[src/common/ccPkg.sv]
package ccPkg;

    localparam int MaxMsgLen = 7;              // longest message in bits
    localparam int RxWidth   = 2 * MaxMsgLen;  // two code bits per message bit

    typedef logic [1:0] stateT;    // [1] newest input, [0] the one before
    typedef logic [3:0] metricT;   // real distances stay at or below 14
    typedef logic [1:0] symbolT;   // first code bit in [1]
    typedef logic [1:0] lenCodeT;  // 0..3 select 3, 4, 5, 7 bits

    // one decode job as it arrives
    typedef struct packed {
        logic [RxWidth-1:0] rxWord;   // symbol 0 at the top of the low 2L bits
        lenCodeT            lenCode;
    } decodeReqT;

    // decoded block handed back
    typedef struct packed {
        logic [MaxMsgLen-1:0] message;  // first bit at L-1, zero above
        metricT               metric;   // distance of the surviving path
    } decodeResT;

    function automatic logic [2:0] msgLength(lenCodeT code);
        case (code)
            2'd0:    return 3'd3;
            2'd1:    return 3'd4;
            2'd2:    return 3'd5;
            default: return 3'd7;  // code 3, six is skipped on purpose
        endcase
    endfunction

    // (7,5) encoder output for one trellis branch
    function automatic symbolT expectedSymbol(stateT state, logic inBit);
        logic g7;
        logic g5;
        g7 = inBit ^ state[1] ^ state[0];  // taps 111
        g5 = inBit ^ state[0];             // taps 101
        return {g7, g5};
    endfunction

endpackage

[src/hw/viterbi/acsUnit.sv]
module acsUnit (
    input  logic           clk,
    input  logic           rst,
    input  logic           start,       // load starting metrics
    input  logic           stepEn,      // one trellis step per cycle
    input  logic           finish,      // latch the winning end state
    input  ccPkg::symbolT  symbol,
    output logic [3:0]     decisions,   // chosen predecessor low bit per state
    output ccPkg::stateT   bestState,
    output ccPkg::metricT  bestMetric
);
    import ccPkg::*;

    metricT     pathMetric [4];
    metricT     nextMetric [4];
    logic [4:0] cand0 [4];     // path through predecessor {n[0], 0}
    logic [4:0] cand1 [4];     // path through predecessor {n[0], 1}
    logic [4:0] chosen [4];
    stateT      minState;

    function automatic logic [1:0] branchDist(symbolT rx, symbolT refSym);
        symbolT diff;
        diff = rx ^ refSym;
        return {1'b0, diff[1]} + {1'b0, diff[0]};
    endfunction

    // add-compare-select, state n = {input, older}, so predecessors are {n[0], x}
    always_comb begin
        for (int n = 0; n < 4; n++) begin
            cand0[n] = {1'b0, pathMetric[2 * (n % 2)]}
                     + branchDist(symbol, expectedSymbol(stateT'(2 * (n % 2)), n >= 2));
            cand1[n] = {1'b0, pathMetric[2 * (n % 2) + 1]}
                     + branchDist(symbol, expectedSymbol(stateT'(2 * (n % 2) + 1), n >= 2));
            decisions[n] = cand1[n] < cand0[n];              // tie keeps the x = 0 branch
            chosen[n] = decisions[n] ? cand1[n] : cand0[n];
            nextMetric[n] = (chosen[n] > 5'd15) ? 4'hF : chosen[n][3:0];  // saturate
        end
    end

    // lowest metric wins, strict compare keeps the lower index on a tie
    always_comb begin
        minState = '0;
        for (int s = 1; s < 4; s++) begin
            if (pathMetric[s] < pathMetric[minState]) begin
                minState = stateT'(s);
            end
        end
    end

    always_ff @(posedge clk or posedge rst) begin
        if (rst) begin
            for (int s = 0; s < 4; s++) begin
                pathMetric[s] <= '0;
            end
        end else if (start) begin
            pathMetric[0] <= '0;  // encoder starts in state zero
            for (int s = 1; s < 4; s++) begin
                pathMetric[s] <= 4'hF;  // unreachable until two steps in
            end
        end else if (stepEn) begin
            for (int s = 0; s < 4; s++) begin
                pathMetric[s] <= nextMetric[s];
            end
        end
    end

    always_ff @(posedge clk or posedge rst) begin
        if (rst) begin
            bestState  <= '0;
            bestMetric <= '0;
        end else if (finish) begin
            bestState  <= minState;
            bestMetric <= pathMetric[minState];
        end
    end

endmodule

[src/hw/viterbi/survivorMemory.sv]
module survivorMemory #(
    parameter int MaxLen = ccPkg::MaxMsgLen
) (
    input  logic              clk,
    input  logic              rst,
    input  logic              wrEn,        // store decisions of the current step
    input  logic [2:0]        step,        // write index forward, read index in traceback
    input  logic [3:0]        decisions,
    input  logic              traceEn,     // one message bit per cycle
    input  logic              traceLoad,   // first traceback cycle
    input  ccPkg::stateT      bestState,
    input  logic [2:0]        length,
    output logic [MaxLen-1:0] message
);
    import ccPkg::*;

    logic [3:0]        decMem [MaxLen];  // one decision vector per step
    logic [3:0]        stepDec;
    stateT             traceState;       // state after the step being read
    stateT             curState;
    stateT             predState;
    logic [2:0]        bitIdx;
    logic [MaxLen-1:0] nextMsg;

    always_ff @(posedge clk) begin
        if (wrEn) begin
            decMem[step] <= decisions;
        end
    end

    // traceback starts from the winning end state at step L-1
    assign curState  = traceLoad ? bestState : traceState;
    assign stepDec   = decMem[step];
    assign predState = {curState[0], stepDec[curState]};  // older bit shifts up
    assign bitIdx    = length - step - 3'd1;               // step t lands at bit L-1-t

    always_comb begin
        nextMsg = traceLoad ? '0 : message;  // clears bits above L-1 as well
        nextMsg[bitIdx] = curState[1];       // high bit is the input of this step
    end

    always_ff @(posedge clk or posedge rst) begin
        if (rst) begin
            traceState <= '0;
            message    <= '0;
        end else if (traceEn) begin
            traceState <= predState;
            message    <= nextMsg;
        end
    end

endmodule

[src/hw/decodeCtrl.sv]
module decodeCtrl #(
    parameter int MaxLen = ccPkg::MaxMsgLen
) (
    input  logic              clk,
    input  logic              rst,
    input  logic              reqValid,
    input  ccPkg::decodeReqT  req,
    output logic              reqReady,
    input  logic              resultReady,
    output logic              resultValid,
    output ccPkg::decodeResT  result,
    output logic              start,
    output logic              stepEn,
    output logic              finish,
    output logic              traceLoad,
    output logic              traceEn,
    output logic              wrEn,
    output ccPkg::symbolT     symbol,
    output logic [2:0]        step,
    output logic [2:0]        length,
    input  logic [MaxLen-1:0] message,
    input  ccPkg::metricT     bestMetric
);
    import ccPkg::*;

    typedef enum logic [2:0] {Idle, Forward, Select, Trace, Hold} phaseT;

    phaseT              phase;
    logic [RxWidth-1:0] rxWord;     // latched received word
    logic [2:0]         len;        // message length of the current job
    logic [2:0]         stepCnt;    // up in forward, down in traceback
    logic [2:0]         symIdx;
    logic               lastStep;
    logic               accept;

    assign reqReady    = phase == Idle;
    assign resultValid = phase == Hold;  // result held until consumed
    assign accept      = reqValid && reqReady;

    assign start     = accept;           // metrics ready for the first forward cycle
    assign stepEn    = phase == Forward;
    assign wrEn      = phase == Forward;
    assign finish    = phase == Select;
    assign traceEn   = phase == Trace;
    assign lastStep  = stepCnt == len - 3'd1;
    assign traceLoad = traceEn && lastStep;

    // symbol t sits at bits 2(L-t)-1 .. 2(L-t)-2
    assign symIdx = len - stepCnt - 3'd1;
    assign symbol = rxWord[{symIdx, 1'b0} +: 2];
    assign step   = stepCnt;
    assign length = len;
    assign result = '{message: message, metric: bestMetric};

    always_ff @(posedge clk) begin
        if (accept) begin
            rxWord <= req.rxWord;
        end
    end

    // L forward, one select, L traceback, then hold
    always_ff @(posedge clk or posedge rst) begin
        if (rst) begin
            phase   <= Idle;
            len     <= 3'd3;
            stepCnt <= '0;
        end else begin
            case (phase)
                Idle: begin
                    if (accept) begin
                        len     <= msgLength(req.lenCode);
                        stepCnt <= '0;
                        phase   <= Forward;
                    end
                end
                Forward: begin
                    if (lastStep) begin
                        phase <= Select;  // count stays at L-1 for traceback
                    end else begin
                        stepCnt <= stepCnt + 3'd1;
                    end
                end
                Select: phase <= Trace;
                Trace: begin
                    if (stepCnt == 3'd0) begin
                        phase <= Hold;
                    end else begin
                        stepCnt <= stepCnt - 3'd1;
                    end
                end
                Hold: begin
                    if (resultReady) begin
                        phase <= Idle;
                    end
                end
                default: phase <= Idle;
            endcase
        end
    end

endmodule

[src/hw/convDecoder.sv]
module convDecoder #(
    parameter int MaxLen = ccPkg::MaxMsgLen
) (
    input  logic             clk,
    input  logic             rst,
    input  logic             reqValid,
    input  ccPkg::decodeReqT req,
    output logic             reqReady,
    output logic             resultValid,
    output ccPkg::decodeResT result,
    input  logic             resultReady
);
    import ccPkg::*;

    logic              start;
    logic              stepEn;
    logic              finish;
    logic              traceLoad;
    logic              traceEn;
    logic              wrEn;
    symbolT            symbol;
    logic [2:0]        step;
    logic [2:0]        length;
    logic [3:0]        decisions;  // per-step survivor choices
    stateT             bestState;
    metricT            bestMetric;
    logic [MaxLen-1:0] message;

    decodeCtrl #(.MaxLen(MaxLen)) uCtrl (
        .clk(clk), .rst(rst),
        .reqValid(reqValid), .req(req), .reqReady(reqReady),
        .resultReady(resultReady), .resultValid(resultValid), .result(result),
        .start(start), .stepEn(stepEn), .finish(finish),
        .traceLoad(traceLoad), .traceEn(traceEn), .wrEn(wrEn),
        .symbol(symbol), .step(step), .length(length),
        .message(message), .bestMetric(bestMetric)
    );

    acsUnit uAcs (
        .clk(clk), .rst(rst),
        .start(start), .stepEn(stepEn), .finish(finish), .symbol(symbol),
        .decisions(decisions), .bestState(bestState), .bestMetric(bestMetric)
    );

    survivorMemory #(.MaxLen(MaxLen)) uSurv (
        .clk(clk), .rst(rst),
        .wrEn(wrEn), .step(step), .decisions(decisions),
        .traceEn(traceEn), .traceLoad(traceLoad), .bestState(bestState),
        .length(length), .message(message)
    );

endmodule

[config.mk]
export PLATFORM = sky130hd
export DESIGN_NAME = convDecoder
export DESIGN_NICKNAME = d
export VERILOG_FILES = /design/src/common/ccPkg.sv /design/src/hw/viterbi/acsUnit.sv /design/src/hw/viterbi/survivorMemory.sv /design/src/hw/decodeCtrl.sv /design/src/hw/convDecoder.sv
export SDC_FILE = /design/constraint.sdc
export NUM_CORES = 1
export LEC_CHECK = 0
export BUFFER_PORTS_ARGS = -buffer_cell sky130_fd_sc_hd__buf_2
export CAP_MARGIN = 0
export CORE_MARGIN = 2
export CORE_UTILIZATION = 56
export DETAILED_ROUTE_END_ITERATION = 8
export PLACE_DENSITY = 0.79
export SLEW_MARGIN = 20
export SYNTH_ARGS = -nofsm -noshare
export SYNTH_HDL_FRONTEND = slang
export SYNTH_SLANG_ARGS = --single-unit
[constraint.sdc]
create_clock -name clk -period 5.4 [get_ports clk]
set_clock_uncertainty 0.2 [all_clocks]
set_input_delay 1.35 -clock clk [delete_from_list [all_inputs] [get_ports clk]]
set_output_delay 1.35 -clock clk [all_outputs]
set_load 0.05 [all_outputs]
### Word-level counts from Yosys, hierarchy flattened

Memory sizes are Yosys's and may differ from the RTL's.
Index checks and enable logic that the tools add are counted.

* shifts and indexed selects: 1
* add/subtract/negate cells: 17
* multiplexer cells: 41
* reductions and logical operators: 11
* magnitude comparators: 17
* eq/ne operators: 13
* bitwise operators: 6

Operator list (count)
* $add 4x2->5: 8
* $mux 4: 10
* $mux 16: 2
* $bmux 4 s2: 3
* $mux 3: 7
* $gt 5x4->1 const B: 4
* $lt 5x5->1: 4
* $mux 5: 4
* $pmux 3 s3: 2
* $pmux 3 s5: 1
* $shiftx 14x5->2: 1
* $lt 4x4->1: 3
* $ge 3x3->1 const B: 3
* $sub 3x1->3 const B: 3
* $add 1x1->2: 4
* $ne 2x2->1 const B: 4
* $reduce_and 4->1: 2
* $bwmux 7: 1
* $mux 7: 1
* $eq 3x2->1 const B: 2
* $logic_not 3->1: 2
* $mux 2: 3
* $not 2->3: 2
* $mux 1: 5
* other kinds (21): 25

* memory bits (writable): 28
* logic and storage cells: 119
* register bits: 54
* output and inout bits: 13
* memories: 1

Memory list
* uSurv.decMem: words 7, bits a word 4, rd ports 1, clocked after memory_dff 0, wr ports 1, line survivorMemory.sv:17 `logic [3:0] decMem [MaxLen];`

### Depth between registers and ports, before layout

* word-level depth: 18
* gate-level depth with buffers: 24

### Modules after synthesis

A second synthesis with hierarchy kept.

* cell total of the unflattened synthesis: 543
* area, all modules: 5591.6 um^2

By module, submodules not included
* acsUnit: area each 2572.5 um^2, seq. area each 550.5 um^2, cells each 308, instances 1
* survivorMemory: area each 1727.9 um^2, seq. area each 1066.0 um^2, cells each 124, instances 1
* decodeCtrl: area each 1291.2 um^2, seq. area each 648.1 um^2, cells each 111, instances 1

### Worst setup path after synthesis

No wires, ideal clock.

* path kind: flip-flop to flip-flop
* from: register uCtrl.stepCnt[1], in the netlist uCtrl.step[1]
* to: register uAcs.pathMetric[2] (netlist name)
* path buffers: 2
* arrival: 5110 ps
* setup time: 80 ps
* slack: 10 ps
* cell stages (with the launch flop): 21
* cell sequence: dfrtp_1 > clkbuf_1 > clkbuf_1 > inv_1 > fa_1 > xnor2_1 > mux4_2 > nand2_1 > nand2_1 > ha_1 > inv_1 > ha_1 > ha_1 > a21oi_1 > xnor2_1 > ha_1 > a21o_1 > a21o_1 > a21oi_2 > mux2_1 > a2bb2oi_1

* word-level cells in the longest chain between the ends: 12
* elaborated cells on any way between the ends: 15

RTL lines
* from (decl): line decodeCtrl.sv:31 `logic [2:0] stepCnt;`
* from (signal assigned): line decodeCtrl.sv:80 `stepCnt <= stepCnt + 3'd1;`
* from (signal assigned): line decodeCtrl.sv:88 `stepCnt <= stepCnt - 3'd1;`
* $sub 3x3->3 (*): line decodeCtrl.sv:49 `assign symIdx = len - stepCnt - 3'd1;`
* $sub 3x1->3 (*): line decodeCtrl.sv:49
* $shiftx 14x5->2 (*): line decodeCtrl.sv:50 `assign symbol = rxWord[{symIdx, 1'b0} +: 2];`
* $not 1->1 (no source line)
* $add 1x1->2: line acsUnit.sv:24 `return {1'b0, diff[1]} + {1'b0, diff[0]};`
* $add 4x2->5, on equally long branches: line acsUnit.sv:33, acsUnit.sv:31
* $lt 5x5->1 (*): line acsUnit.sv:34 `decisions[n] = cand1[n] < cand0[n];`
* named net decisions[3]: line convDecoder.sv:24 `logic [3:0] decisions;`
* $mux 5 (*): line acsUnit.sv:35 `chosen[n] = decisions[n] ? cand1[n] : cand0[n];`
* $gt 5x4->1: line acsUnit.sv:36 `nextMetric[n] = (chosen[n] > 5'd15) ? 4'hF : chosen[n][3:0];`
* $mux 4 (*): line acsUnit.sv:36
* $mux 16 (*): line acsUnit.sv:60 `end else if (stepEn) begin`
* $mux 16 (*): line acsUnit.sv:55 `end else if (start) begin`
* to (signal, indexed assignment): line acsUnit.sv:62 `pathMetric[s] <= nextMetric[s];`
* to (decl): line acsUnit.sv:14 `metricT pathMetric [4];`

The timed path passes the listed nets; every way through them passes the cells marked *. The select of a mux whose other input is x is not followed.
A chain may end at the register's enable or synchronous reset.

### Final worst setup path

* from: register uCtrl.stepCnt[0], in the netlist uCtrl.step[0]
* to: register uAcs.pathMetric[0] (netlist name)

Same word-level chain as after synthesis.

==> results.md <==
- Count of input and output buffers: 32
- Slew margin rel.: 36.5%
- Count of yosys warnings during synthesis: 0
- Number of buffers created by CTS: 9
- Starting Density: 58.0%
- Final count of negative-setup-slack endpoints: 0
- Uppermost signal routing layer after detailed routing: met4
- Area of the core: 9280 um^2
- Average detailed-routed wire length per instance: between 15 and 20 um
- Post-route ant nets: 0
- Count of cells resized by post-cts repair: 0
- DR DRC count: 0
- Clock tree from TritonCTS: done
- Number of antenna violations at the first check in global routing: 0
- Die Area: roughly 10000 um^2
- Clock Path Buffers: 2
- Primary flip-flop cell chosen by synthesis mapping: edfxtp_1
- Post-synthesis net count: about 600
- Hold WS: roughly 290 ps
- Mean area per synthesized cell: 10.1 um^2
- Routed met3 length: ~400 um
- Count of cell types in the netlist: 57
- Number of clock sinks seen by CTS: 82
- Die Y: 102 um
- Total standard cell area after synthesis: 5380 um^2
- Final instance count without filler cells: 698
- Max cap viols: 0
- Critical path startpoint category: register
- Wl on met1: roughly 5.5 mm
- Peak fanout along the critical path: 9
- Diode count: 0
- Wire length of the first global-routing pass: a little under 20 mm
- Final HPWL DP: 9.07 mm
- Root cell of the clock tree: clkbuf_8
- Area used by multi-input combinational logic: ~2900 um^2
- Pin slew with the least headroom to its limit: 947 ps
- Met2 wire len: 6.18 mm
- Worst setup path class: reg2reg
- GRT Residual Overflow: 0
- Total wire length after detailed routing: 12.3 mm
- Cell count after placement: 682
- Number of H-tree levels: 3
- Vias: 4121
- Arrival time at the worst endpoint: just over 5000 ps
- Area growth syn-to-layout: 11.2%
- Commonest non-fill, non-tap cells in the layout: ha_1 (50), nand2_1 (46), edfxtp_1 (42)
- Combined global-route utilization of all metal layers: between 20% and 30%
- Placer Congestion: around 0.91
- Final count of hold timing violations: 0
- Post-placement setup slack: 84.9 ps
- Via-per-instance ratio: 5.90
- Minimum setup slack among reg-to-reg paths: 240 ps
- Number of cell instances on the worst register-to-register path: 19
- Number of enable flip-flop cells after synthesis: 42
- Worst setup slack after layout: 235 ps
- Slew Viols, Final: 0
- Clock slew at reported path FFs: 90 ps
- Pin count of the biggest net entering global routing: 41
- Post-layout minimum cycle time: 5160 ps
- Final core utilization: 64.5%
- Portion of the post-synthesis area used by sequential elements: 42.1%
- Critical Path Sink Type: register
- Layout filler cell count: 766
- WHS Path Cells: 2
- Status: completed
- Synth Register Bits: 82
- Post-synthesis async set-or-reset flop share: 48.8%
- Crit path required time: 5420 ps
- DRT Pass-1 Iters: 5
- Nets@finish: 636
- Gate count of the mapped netlist: 532
- Count of routing violations after the opening detailed-route iteration: 229
- Vias in the first global route: 4010
- Area used by sequential logic in the layout: around 2300 um^2
- I/O Pins: 33
- Final critical-path share of the clock period: a little over nine tenths
- Number of standard-cell rows in the floorplan: 35
- Highest attainable clock frequency: 194 MHz
- Insertion delay to the later sink of the worst-skew pair: 360 ps
- CTS hold repair buffers: 0
- Die span in x: 102 um
- Class of the worst hold path: reg2reg
- Number of post-CTS setup repair buffers: 0
- Most common library cell in the layout ignoring fill and taps: ha_1
- Layout cell share with drive strength beyond 1: 14.6%
-- synth_stat cells (8+ instances only) --
| cell | number | area (um^2) |
|---|---|---|
| ha_1 | 50 | 626 |
| nand2_1 | 46 | 173 |
| edfxtp_1 | 42 | 1260 |
| nor2_1 | 39 | 146 |
| dfrtp_1 | 38 | 951 |
| a21oi_1 | 34 | 170 |
| inv_1 | 31 | 116 |
| mux2i_1 | 28 | 280 |
| a21o_1 | 21 | 158 |
| clkbuf_1 | 20 | 75.1 |
| o21ai_1 | 17 | 85.1 |
| xor2_1 | 16 | 140 |
| o21ai_0 | 13 | 65.1 |
| xnor2_1 | 12 | 105 |
| nor3_1 | 10 | 50.1 |
| a31oi_1 | 9 | 56.3 |
| nand3_1 | 8 | 40.0 |
-- sequential cells by signal, summed over array words and instances, names as in the netlist --
signal            count
uAcs.bestMetric       4
uAcs.bestState        2
uAcs.pathMetric      16
uCtrl.length          3
uCtrl.phase           3
uCtrl.rxWord         14
uCtrl.step            3
uSurv.decMem         28
uSurv.message         7
uSurv.traceState      2
-- metal layers --
| metal | vias up | GRT usage, % |
|---|---|---|
| met2 | 101 | 41.6 |
| met5 | - | 0 |
| met3 | 20 | 3.69 |
| met4 | 0 | 8.62 |
| li1 | 1991 | - |
| met1 | 2009 | 32.1 |
-- layout make-up --
cell class | instances | share of cell area [%]
sequential | 82 | 37.8
inverter | 33 | 2.07
tap | 129 | 2.70
clock inverter | 4 | 1.65
timing repair buffer | 46 | 4.43
multi-input combinational | 392 | 48.9
clock buffer | 12 | 2.42
-- stage by stage --
stage,cell area (um^2),setup TNS [ps]
finish,5990,0
global placement,5710,0
detailed placement,5710,0
floorplan,5380,0
CTS,5960,0
global route,5990,-25.8
-- final timing paths --
path | from | to
hold / removal | uSurv.message[3] | uSurv.message[3]
min in group asynchronous | rst | uAcs.pathMetric[12]
setup / recovery | uCtrl.step[0] | uAcs.pathMetric[0]
hold reg to reg | uSurv.message[3] | uSurv.message[3]
setup reg to reg | uCtrl.step[0] | uAcs.pathMetric[0]
max in group asynchronous | rst | uAcs.pathMetric[2]
-- worst max-delay path: stages, from the launching register on --
cell and delay (ps):
dfrtp_1 370, inv_1 70, ha_1 220, fa_1 650, mux4_2 530, nand2_1 100, nand2_1 80, ha_1 290
inv_1 50, ha_1 220, ha_1 210, a21oi_1 170, xor2_1 260, ha_1 290, a21o_1 170, a21o_1 190
a21oi_2 420, buf_4 250, mux2i_1 220, a21oi_1 90
-- kinds of logic after synthesis --
| group | Yosys count | synth area share [%] |
|---|---|---|
| DFF | 82 | 42.1 |
| and+or+nand+nor | 136 | 11.9 |
| muxes | 39 | 8.20 |
| buffers and inverters | 58 | 4.11 |
| AOI/OAI and AO/OA | 136 | 16.4 |
| adders and majority gates | 52 | 12.4 |
| xor gates and xnor gates | 29 | 5.00 |
Power is left out: the tool's default activity adds up to more than one toggle a clock period on the data nets, which glitch-free logic cannot reach.
